File: src/logic/mips_isa_pkg.sv
package mips_isa_pkg;

	//////////////////////////////////////////////////
	// word and field types

	typedef logic [31:0] word_t;           // data or instruction word
	typedef logic [4:0]  reg_addr_t;       // register index
	typedef logic [5:0]  opcode_t;         // instr[31:26]
	typedef logic [5:0]  funct_t;          // instr[5:0] of r-type

	localparam int        REG_COUNT = 32;    // architectural registers
	localparam reg_addr_t REG_ZERO  = 5'd0;  // hardwired zero
	localparam word_t     PC_STEP   = 32'd4; // one word per instruction

	//////////////////////////////////////////////////
	// instruction encodings

	localparam opcode_t OP_RTYPE = 6'h00;  // special, see funct
	localparam opcode_t OP_BEQ   = 6'h04;
	localparam opcode_t OP_ADDI  = 6'h08;  // no overflow trap here
	localparam opcode_t OP_ORI   = 6'h0d;

	localparam funct_t FN_ADDU = 6'h21;
	localparam funct_t FN_SUBU = 6'h23;
	localparam funct_t FN_AND  = 6'h24;
	localparam funct_t FN_OR   = 6'h25;
	localparam funct_t FN_SLT  = 6'h2a;    // signed compare

	typedef enum logic [2:0] {
		ALU_ADD = 3'd0,
		ALU_SUB = 3'd1,                    // also beq compare
		ALU_AND = 3'd2,
		ALU_OR  = 3'd3,
		ALU_SLT = 3'd4
	} alu_op_e;

	typedef enum logic {
		FWD_REG = 1'b0,                    // operand from register file
		FWD_EX  = 1'b1                     // operand from execute result
	} fwd_sel_e;

	//////////////////////////////////////////////////
	// decoded bundles

	typedef struct packed {
		logic    reg_write;                // result goes to dest
		alu_op_e alu_op;
		logic    alu_src_imm;              // operand b is imm
		logic    imm_zero_ext;             // ori style extension
		logic    branch;                   // beq
	} ctrl_t;

	typedef struct packed {
		logic      valid;                  // 0 means bubble
		word_t     instr;
		ctrl_t     ctrl;
		word_t     op_a;                   // rs after forwarding
		word_t     op_b;                   // rt after forwarding
		word_t     imm;                    // already extended
		reg_addr_t dest;
	} ex_stage_t;

	typedef word_t [REG_COUNT-1:0] reg_dump_t; // r0 in the low word

endpackage
File: src/logic/debug_snap_pkg.sv
package debug_snap_pkg;

	import mips_isa_pkg::*;

	//////////////////////////////////////////////////
	// serializer types

	typedef logic [7:0] snap_byte_t;       // one byte on the port
	typedef logic [7:0] snap_cnt_t;        // byte index in a frame

	localparam int SNAP_BYTES = 143;       // 4+4+5+128+2

	typedef enum logic {
		SNAP_IDLE = 1'b0,
		SNAP_SEND = 1'b1
	} snap_state_e;

	//////////////////////////////////////////////////
	// frame layout
	// first member is the top byte, pc lands in bytes 0..3
	typedef struct packed {
		snap_byte_t fwd_b;                 // byte 142
		snap_byte_t fwd_a;                 // byte 141
		reg_dump_t  regs;                  // bytes 13..140
		snap_byte_t branch;                // byte 12
		snap_byte_t imm_zero_ext;          // byte 11
		snap_byte_t alu_src_imm;           // byte 10
		snap_byte_t alu_op;                // byte 9
		snap_byte_t reg_write;             // byte 8
		word_t      instr;                 // bytes 4..7
		word_t      pc;                    // bytes 0..3
	} snap_frame_t;

endpackage

File: src/logic/mips_debug_core.sv
module mips_debug_core import mips_isa_pkg::*, debug_snap_pkg::*; (
	input  logic       clk,
	input  logic       arst_n,
	input  logic       instr_valid,        // instr strobe
	input  word_t      instr,
	input  logic       snap_req,           // one-cycle pulse
	output snap_byte_t snap_byte,
	output logic       snap_byte_valid,
	output logic       snap_busy
);

	//////////////////////////////////////////////////
	// internal nets
	reg_addr_t rd_addr_a;
	reg_addr_t rd_addr_b;
	word_t     rd_data_a;
	word_t     rd_data_b;
	ex_stage_t dec_out;                    // decode to execute
	fwd_sel_e  dec_fwd_a;
	fwd_sel_e  dec_fwd_b;
	logic      wb_en;
	reg_addr_t wb_addr;
	word_t     wb_data;
	logic      ex_writes;                  // forward path
	reg_addr_t ex_dest;
	word_t     ex_result;
	word_t     pc;
	word_t     ex_instr;
	ctrl_t     ex_ctrl;
	fwd_sel_e  ex_fwd_a;
	fwd_sel_e  ex_fwd_b;
	reg_dump_t reg_dump;                   // rf to snapshot

	instr_decoder u_decode (
		.instr_valid(instr_valid), .instr(instr),
		.rd_data_a(rd_data_a), .rd_data_b(rd_data_b),
		.ex_writes(ex_writes), .ex_dest(ex_dest), .ex_result(ex_result),
		.rd_addr_a(rd_addr_a), .rd_addr_b(rd_addr_b),
		.dec_out(dec_out), .dec_fwd_a(dec_fwd_a), .dec_fwd_b(dec_fwd_b)
	);

	reg_file u_regs (
		.clk(clk), .arst_n(arst_n),
		.rd_addr_a(rd_addr_a), .rd_addr_b(rd_addr_b),
		.rd_data_a(rd_data_a), .rd_data_b(rd_data_b),
		.wb_en(wb_en), .wb_addr(wb_addr), .wb_data(wb_data),
		.reg_dump(reg_dump)
	);

	alu_execute u_execute (
		.clk(clk), .arst_n(arst_n),
		.instr_valid(instr_valid), .dec_out(dec_out),
		.dec_fwd_a(dec_fwd_a), .dec_fwd_b(dec_fwd_b),
		.wb_en(wb_en), .wb_addr(wb_addr), .wb_data(wb_data),
		.ex_writes(ex_writes), .ex_dest(ex_dest), .ex_result(ex_result),
		.pc(pc), .ex_instr(ex_instr), .ex_ctrl(ex_ctrl),
		.ex_fwd_a(ex_fwd_a), .ex_fwd_b(ex_fwd_b)
	);

	snapshot_packer u_result (
		.clk(clk), .arst_n(arst_n), .snap_req(snap_req),
		.pc(pc), .ex_instr(ex_instr), .ex_ctrl(ex_ctrl),
		.ex_fwd_a(ex_fwd_a), .ex_fwd_b(ex_fwd_b), .reg_dump(reg_dump),
		.snap_byte(snap_byte), .snap_byte_valid(snap_byte_valid),
		.snap_busy(snap_busy)
	);

endmodule

File: src/logic/snapshot_packer.sv
module snapshot_packer import mips_isa_pkg::*, debug_snap_pkg::*; (
	input  logic       clk,
	input  logic       arst_n,
	input  logic       snap_req,           // one-cycle pulse
	input  word_t      pc,
	input  word_t      ex_instr,
	input  ctrl_t      ex_ctrl,
	input  fwd_sel_e   ex_fwd_a,
	input  fwd_sel_e   ex_fwd_b,
	input  reg_dump_t  reg_dump,
	output snap_byte_t snap_byte,
	output logic       snap_byte_valid,    // one pulse per byte
	output logic       snap_busy
);

	snap_frame_t frame_d;                  // live view of the core
	snap_frame_t frame_q;                  // latched frame that shifts down
	snap_state_e state_q;
	snap_cnt_t   cnt_q;                    // index of the byte on the port
	logic        accept;
	logic        last_byte;

	//////////////////////////////////////////////////
	// frame assembly with narrow fields padded to a byte
	always_comb
	begin
		frame_d.pc           = pc;
		frame_d.instr        = ex_instr;
		frame_d.reg_write    = {7'b0, ex_ctrl.reg_write};
		frame_d.alu_op       = {5'b0, ex_ctrl.alu_op};
		frame_d.alu_src_imm  = {7'b0, ex_ctrl.alu_src_imm};
		frame_d.imm_zero_ext = {7'b0, ex_ctrl.imm_zero_ext};
		frame_d.branch       = {7'b0, ex_ctrl.branch};
		frame_d.regs         = reg_dump;
		frame_d.fwd_a        = {7'b0, ex_fwd_a};
		frame_d.fwd_b        = {7'b0, ex_fwd_b};
	end

	assign accept    = snap_req && (state_q == SNAP_IDLE); // busy drops requests
	assign last_byte = (cnt_q == snap_cnt_t'(SNAP_BYTES - 1));

	//////////////////////////////////////////////////
	// serializer fsm
	always_ff @(posedge clk or negedge arst_n)
	begin
		if (!arst_n)
		begin
			state_q         <= SNAP_IDLE;
			cnt_q           <= '0;
			snap_byte_valid <= 1'b0;
		end
		else
		begin
			case (state_q)
			SNAP_IDLE:
			begin
				if (accept)
				begin
					state_q         <= SNAP_SEND;
					cnt_q           <= '0;   // byte 0 shows next cycle
					snap_byte_valid <= 1'b1;
				end
			end
			SNAP_SEND:
			begin
				if (last_byte)
				begin
					state_q         <= SNAP_IDLE;
					snap_byte_valid <= 1'b0;
				end
				else
					cnt_q <= cnt_q + 1'b1;
			end
			default: state_q <= SNAP_IDLE;
			endcase
		end
	end

	// payload shift register sends the low byte first
	always_ff @(posedge clk)
	begin
		if (accept)
			frame_q <= frame_d;
		else if (state_q == SNAP_SEND)
			frame_q <= snap_frame_t'(frame_q >> 8);
	end

	assign snap_byte = frame_q[7:0];
	assign snap_busy = (state_q == SNAP_SEND);

	a_byte_known: assert property (
		@(posedge clk) disable iff (!arst_n) snap_byte_valid |-> !$isunknown(snap_byte)
	) else $error("snapshot byte is unknown");

endmodule

File: src/logic/alu_execute.sv
module alu_execute import mips_isa_pkg::*; (
	input  logic      clk,
	input  logic      arst_n,
	input  logic      instr_valid,
	input  ex_stage_t dec_out,
	input  fwd_sel_e  dec_fwd_a,
	input  fwd_sel_e  dec_fwd_b,
	output logic      wb_en,               // rf write request
	output reg_addr_t wb_addr,
	output word_t     wb_data,
	output logic      ex_writes,           // back to decoder
	output reg_addr_t ex_dest,
	output word_t     ex_result,
	output word_t     pc,
	output word_t     ex_instr,
	output ctrl_t     ex_ctrl,
	output fwd_sel_e  ex_fwd_a,
	output fwd_sel_e  ex_fwd_b
);

	ex_stage_t ex_q;                       // stage register
	word_t     alu_b;
	word_t     alu_y;
	word_t     pc_plus4;
	logic      taken;

	//////////////////////////////////////////////////
	// stage register
	always_ff @(posedge clk or negedge arst_n)
	begin
		if (!arst_n)
		begin
			ex_q     <= '0;                // bubble
			ex_fwd_a <= FWD_REG;
			ex_fwd_b <= FWD_REG;
		end
		else if (instr_valid)
		begin
			ex_q     <= dec_out;
			ex_fwd_a <= dec_fwd_a;         // kept for the snapshot
			ex_fwd_b <= dec_fwd_b;
		end
		else
		begin
			ex_q     <= '0;                // idle cycle loads a bubble
			ex_fwd_a <= FWD_REG;
			ex_fwd_b <= FWD_REG;
		end
	end

	//////////////////////////////////////////////////
	// alu
	assign alu_b = ex_q.ctrl.alu_src_imm ? ex_q.imm : ex_q.op_b;

	always_comb
	begin
		case (ex_q.ctrl.alu_op)
		ALU_ADD: alu_y = ex_q.op_a + alu_b;
		ALU_SUB: alu_y = ex_q.op_a - alu_b;
		ALU_AND: alu_y = ex_q.op_a & alu_b;
		ALU_OR:  alu_y = ex_q.op_a | alu_b;
		ALU_SLT: alu_y = {31'b0, $signed(ex_q.op_a) < $signed(alu_b)};
		default: alu_y = '0;
		endcase
	end

	// beq subtracts and equal operands give zero
	assign taken    = ex_q.valid && ex_q.ctrl.branch && (alu_y == '0);
	assign pc_plus4 = pc + PC_STEP;

	always_ff @(posedge clk or negedge arst_n)
	begin
		if (!arst_n)
			pc <= '0;
		else if (ex_q.valid)               // bubbles hold the pc
			pc <= taken ? pc_plus4 + {ex_q.imm[29:0], 2'b00} : pc_plus4;
	end

	// writeback and forward path
	assign wb_en     = ex_q.valid && ex_q.ctrl.reg_write;
	assign wb_addr   = ex_q.dest;
	assign wb_data   = alu_y;
	assign ex_writes = wb_en;
	assign ex_dest   = ex_q.dest;
	assign ex_result = alu_y;
	assign ex_instr  = ex_q.instr;
	assign ex_ctrl   = ex_q.ctrl;

	a_alu_op_known: assert property (
		@(posedge clk) disable iff (!arst_n)
		ex_q.ctrl.alu_op inside {ALU_ADD, ALU_SUB, ALU_AND, ALU_OR, ALU_SLT}
	) else $error("undefined alu_op in stage register");

endmodule

File: src/logic/reg_file.sv
module reg_file import mips_isa_pkg::*; (
	input  logic      clk,
	input  logic      arst_n,
	input  reg_addr_t rd_addr_a,
	input  reg_addr_t rd_addr_b,
	output word_t     rd_data_a,
	output word_t     rd_data_b,
	input  logic      wb_en,               // write at next edge
	input  reg_addr_t wb_addr,
	input  word_t     wb_data,
	output reg_dump_t reg_dump             // all 32 words for the snapshot
);

	reg_dump_t regs_q;                     // r0 in word 0
	logic      wr_ok;

	// r0 writes are dropped here
	assign wr_ok = wb_en && (wb_addr != REG_ZERO);

	//////////////////////////////////////////////////
	// storage
	always_ff @(posedge clk or negedge arst_n)
	begin
		if (!arst_n)
		begin
			regs_q <= '0;                  // all registers read 0 after reset
		end
		else if (wr_ok)
		begin
			regs_q[wb_addr] <= wb_data;
		end
	end

	// combinational reads without write bypass
	assign rd_data_a = regs_q[rd_addr_a];
	assign rd_data_b = regs_q[rd_addr_b];
	assign reg_dump  = regs_q;

	// a write request carries a known address and value
	a_wb_known: assert property (
		@(posedge clk) disable iff (!arst_n)
		wb_en |-> !$isunknown({wb_addr, wb_data})
	) else $error("register write with unknown address or data");

endmodule

File: src/logic/instr_decoder.sv
module instr_decoder import mips_isa_pkg::*; (
	input  logic      instr_valid,         // instr presented this cycle
	input  word_t     instr,
	input  word_t     rd_data_a,           // rf port a for rs
	input  word_t     rd_data_b,           // rf port b for rt
	input  logic      ex_writes,           // executing instr writes back
	input  reg_addr_t ex_dest,
	input  word_t     ex_result,
	output reg_addr_t rd_addr_a,
	output reg_addr_t rd_addr_b,
	output ex_stage_t dec_out,
	output fwd_sel_e  dec_fwd_a,
	output fwd_sel_e  dec_fwd_b
);

	opcode_t   opcode;
	funct_t    funct;
	reg_addr_t rs;
	reg_addr_t rt;
	reg_addr_t rd;
	ctrl_t     ctrl;
	reg_addr_t dest;
	logic      ex_fwd_ok;                  // ex result usable for forwarding

	// instruction fields
	assign opcode = instr[31:26];
	assign rs     = instr[25:21];
	assign rt     = instr[20:16];
	assign rd     = instr[15:11];
	assign funct  = instr[5:0];

	assign rd_addr_a = rs;
	assign rd_addr_b = rt;

	//////////////////////////////////////////////////
	// control decode
	always_comb
	begin
		ctrl        = '0;                  // unknown encodings become a nop
		ctrl.alu_op = ALU_ADD;
		dest        = REG_ZERO;
		case (opcode)
		OP_RTYPE:
		begin
			dest           = rd;
			ctrl.reg_write = 1'b1;
			case (funct)
			FN_ADDU: ctrl.alu_op = ALU_ADD;
			FN_SUBU: ctrl.alu_op = ALU_SUB;
			FN_AND:  ctrl.alu_op = ALU_AND;
			FN_OR:   ctrl.alu_op = ALU_OR;
			FN_SLT:  ctrl.alu_op = ALU_SLT;
			default: ctrl.reg_write = 1'b0; // unsupported funct
			endcase
		end
		OP_ADDI:
		begin
			dest             = rt;
			ctrl.reg_write   = 1'b1;
			ctrl.alu_src_imm = 1'b1;
		end
		OP_ORI:
		begin
			dest              = rt;
			ctrl.reg_write    = 1'b1;
			ctrl.alu_src_imm  = 1'b1;
			ctrl.imm_zero_ext = 1'b1;
			ctrl.alu_op       = ALU_OR;
		end
		OP_BEQ:
		begin
			ctrl.branch = 1'b1;            // no dest
			ctrl.alu_op = ALU_SUB;         // zero result means equal
		end
		default: ;
		endcase
	end

	// forward from the stage register but never r0
	assign ex_fwd_ok = ex_writes && (ex_dest != REG_ZERO);
	assign dec_fwd_a = (ex_fwd_ok && ex_dest == rs) ? FWD_EX : FWD_REG;
	assign dec_fwd_b = (ex_fwd_ok && ex_dest == rt) ? FWD_EX : FWD_REG;

	always_comb
	begin
		dec_out.valid = instr_valid;
		dec_out.instr = instr;
		dec_out.ctrl  = ctrl;
		dec_out.op_a  = (dec_fwd_a == FWD_EX) ? ex_result : rd_data_a;
		dec_out.op_b  = (dec_fwd_b == FWD_EX) ? ex_result : rd_data_b;
		dec_out.imm   = ctrl.imm_zero_ext ? {16'b0, instr[15:0]}
		                                  : {{16{instr[15]}}, instr[15:0]};
		dec_out.dest  = dest;
	end

endmodule

File: config.mk
export PLATFORM = sky130hd
export DESIGN_NAME = mips_debug_core
export DESIGN_NICKNAME = d
export VERILOG_FILES = /design/src/logic/mips_isa_pkg.sv /design/src/logic/debug_snap_pkg.sv /design/src/logic/mips_debug_core.sv /design/src/logic/snapshot_packer.sv /design/src/logic/alu_execute.sv /design/src/logic/reg_file.sv /design/src/logic/instr_decoder.sv
export SDC_FILE = /design/constraint.sdc
export NUM_CORES = 2
export LEC_CHECK = 0
export BUFFER_PORTS_ARGS = -buffer_cell sky130_fd_sc_hd__buf_2
export CAP_MARGIN = 20
export CELL_PAD_IN_SITES_DETAIL_PLACEMENT = 2
export CELL_PAD_IN_SITES_GLOBAL_PLACEMENT = 2
export CORE_AREA = 2 2 499 501
export CTS_BUF_LIST = sky130_fd_sc_hd__clkbuf_8
export DETAILED_ROUTE_END_ITERATION = 12
export DIE_AREA = 0 0 501 503
export PLACE_DENSITY_LB_ADDON = 0.1
export SKIP_LAST_GASP = 1
export SLEW_MARGIN = 10
export SYNTH_ARGS = -nofsm -noshare
export SYNTH_HDL_FRONTEND = slang
export SYNTH_HIERARCHICAL = 1
export SYNTH_SLANG_ARGS = --single-unit
File: constraint.sdc
create_clock -name clk -period 30.3 [get_ports clk]
set_input_delay 0 -clock clk [delete_from_list [all_inputs] [get_ports clk]]
set_output_delay 0 -clock clk [all_outputs]
set_load 0.1 [all_outputs]
==> reports/results.ini <==
[outcome]
status = completed

[critical_path]
critical_path_class = flip-flop to flip-flop
critPathMaxFanout = 41
crit_path_start_kind = flip-flop
cp.required_ns = 31.26
end_kind = flip-flop
arrival_ns = 8.63

[die]
die_area_um2 = 252000
start_util = 0.477
pin_count = 46
die_width_um = 501
core_um2 = 247000
die_h_um = 503
rows = 183

[global_routing]
gr-total-overflow = 0
grt_antenna_before_repair = 31
grt_usage = 0.352
grt_max_degree = 186
grt_pass1_vias = 89431
grt_pass1_wl_mm = 654

[drt]
drc = 0
ant_nets = 0
routed_via_density = 6.63
via_count = 82986
wl_mm = 451
drtPass1Iterations = 5
drt_iter0_markers = 8265
avgRoutedWirePerCell_um = 36.1

[cells_and_area]
fin_cells = 12518
area_growth_pct = 8.99
fin_area_um2 = 128000
layout-drive-gt1-share = 0.214
final_nets = 9097
final_core_util = 0.520

[yosys]
synth_top_family_by_area = multiplexers
ys_ff_latch = 2337
synth_fa_ha_area_frac = 0.0159
synth_common_cells = a22o_1 (1225), dfrtp_1 (1207), edfxtp_1 (1097), mux2i_1 (1094), mux2_2 (987)
yosysMostFrequentCell = a22o_1
synth_top_area_share = 0.280
netlist_area_um2 = 118000
synth_edf_count = 1097
yosysWarnings = 6
ys_top_cells_by_area = edfxtp_1 (28%), dfrtp_1 (26%), mux2_2 (9.4%), mux2i_1 (9.3%), a22o_1 (9.1%)
synth_area_leader_cell = edfxtp_1
synthXorXnorAreaFrac = 0.00558
ys_async_sr_fraction = 0.516
synthMuxAreaShare = 0.197
synth-simple-area-share = 0.0518
synth_cell_types = 111
synthFlopType = dfrtp_1
postSynthCellCount = 9139
seq_area_frac_synth = 0.542
synth_compound_area_frac = 0.140
synth.avg_cell_area_um2 = 12.9

[timing]
skew_ns = 0.150
finalSetupViolCount = 0
rsz0062_at_grt = no
fin_tns_setup_ns = 0
hold_ws_ns = 0.0650
fmax_mhz = 130
max-slew-margin-rel = 0.183
hold_viol_final = 0
tightest_slew_ns = 1.22
fin_crit_ns = 7.67
slew_viol_final = 0
fin_crit_sh = 0.253

[place]
place_inst = 11623
routabilityCongestion = 0.926
place_hpwl_mm = 270
placed_cell_area_um2 = 119000
numPortBuffers = 45

[pwr]
leakage_nw = 58.4
powerDensity_nw_per_um2 = 58.5
ir_worst_vdd_mv = 0.0422

[cts]
path_clk_slew_ns = 0.07
cts_tree = built
insertion_delay_ns = 1.16
cts_root_buf = clkbuf_8
cts_buffers = 424
postCtsSetupBuffers = 0
ctsHtreeMaxLevel = 5
cts.path.max_buffers = 4
cts.sinks = 2337

[worst_hold_path]
hp-class = primary input to flip-flop

[run]
drv_cap = 0

==> layout by cell type, fill, tap and decap left out, types with 74 or more instances in the layout <==
master	count
o21ai_0	85
dlygate4sd3_1	97
mux2i_1	1094
a31oi_1	74
nand3_1	236
mux2_2	987
edfxtp_1	1097
buf_4	173
nor3_1	112
and2_1	148
a21oi_1	296
dfrtp_1	1203
inv_1	298
clkbuf_8	504
a22o_1	1225
nor2_1	125
ha_1	145
a22oi_1	202
nand2_1	341
==> flip-flops by register name, summed over array words and instances, names as in the netlist <==
register and cells:
u_result/frame_q 1122, u_execute/ex_fwd_b 1, u_execute/pc 30, u_regs/reg_dump 1024, u_execute/ex_ctrl 7, u_result/snap_busy 1, u_execute/ex_q 97, u_execute/ex_instr 32
u_result/snap_byte 8, u_execute/ex_dest 5, u_result/cnt_q 8, u_result/snap_byte_valid 1, u_execute/ex_fwd_a 1
==> worst paths after layout <==
check	startpoint	cells past startpoint	endpoint	slack [ns]
min in group asynchronous	arst_n	4	u_regs/reg_dump[243]$_DFFE_PN0P_	0.18
worst max-delay path	u_execute/ex_ctrl[2]$_DFF_PN0_	16	u_execute/pc[11]$_DFFE_PN0P_	22.63
worst min register to register	u_regs/reg_dump[18]$_DFFE_PN0P_	0	u_regs/reg_dump[18]$_DFFE_PN0P_	0.43
worst max register to register	u_execute/ex_ctrl[2]$_DFF_PN0_	16	u_execute/pc[11]$_DFFE_PN0P_	22.63
worst min-delay path	instr[16]	4	u_execute/ex_dest[0]$_DFF_PN0_	0.06
max in group asynchronous	arst_n	6	u_regs/reg_dump[505]$_DFFE_PN0P_	27.46
==> logic make-up (layout without fill, tap and decap cells) <==
family / after synthesis / count (layout)
fa+ha+maj: 148 / 148
compound gates: 2100 / 2100
buf+inv: 1114 / 1235
xor+xnor: 75 / 75
other cells: 1 / 22
simple gates: 1209 / 1209
flops: 2337 / 2337
mux: 2155 / 2155
==> routing by layer <==
layer / share of wire / GRT usage / wire length (um)
met5: 0.000093 / 0 / 42
met4: 0.041 / 0.141 / 18600
met3: 0.061 / 0.0570 / 27600
met2: 0.47 / 0.561 / 211000
met1: 0.43 / 0.481 / 194000
==> per-stage QoR <==
stage / setup slack [ns] / power, W
2_1_floorplan: 5.73 / 0.00418
3_3_place_gp: 22.63 / 0.00451
3_5_place_dp: 22.54 / 0.00454
4_1_cts: 22.54 / 0.00752
5_1_grt: 22.27 / 0.00775
6_report: 22.63 / 0.00751
==> final cells by class <==
cell class	instances	area [um^2]
Clock inverter	270	1340
Clock buffer	504	6940
Timing Repair Buffer	338	3020
Multi-Input combinational cell	5689	48700
Fill cell	23086	119000
Antenna cell	20	50.0
Sequential cell	2337	63800
Tap cell	3237	4050
Inverter	123	469
==> critical path: stages (launching register included) <==
cell	delay (ns)
dfrtp_2	0.35
buf_4	0.60
mux2i_1	0.49
ha_1	0.41
nor3b_1	0.21
a221oi_1	0.49
o22ai_1	0.26
o311ai_0	0.56
a21oi_1	0.25
mux2i_1	0.23
nand3_2	0.72
or3_1	0.73
nor4_1	0.18
and4_1	0.54
and2_2	1.00
mux2_1	0.39
a22o_1	0.18
==> power breakdown <==
| group | switching, W | internal [W] | total (W) |
|---|---|---|---|
| clock network | 0.00142 | 0.00157 | 0.00299 |
| logic | 0.000577 | 0.000325 | 0.000902 |
| registers | 0.000103 | 0.00352 | 0.00362 |
==> timing repair <==
action	in CTS	in global routing
hold buffers	98	0
setup endpoints to repair	0	0
gates resized for setup	0	0
hold endpoints to repair	687	0
No activity file was read; power rests on OpenSTA's default activity.
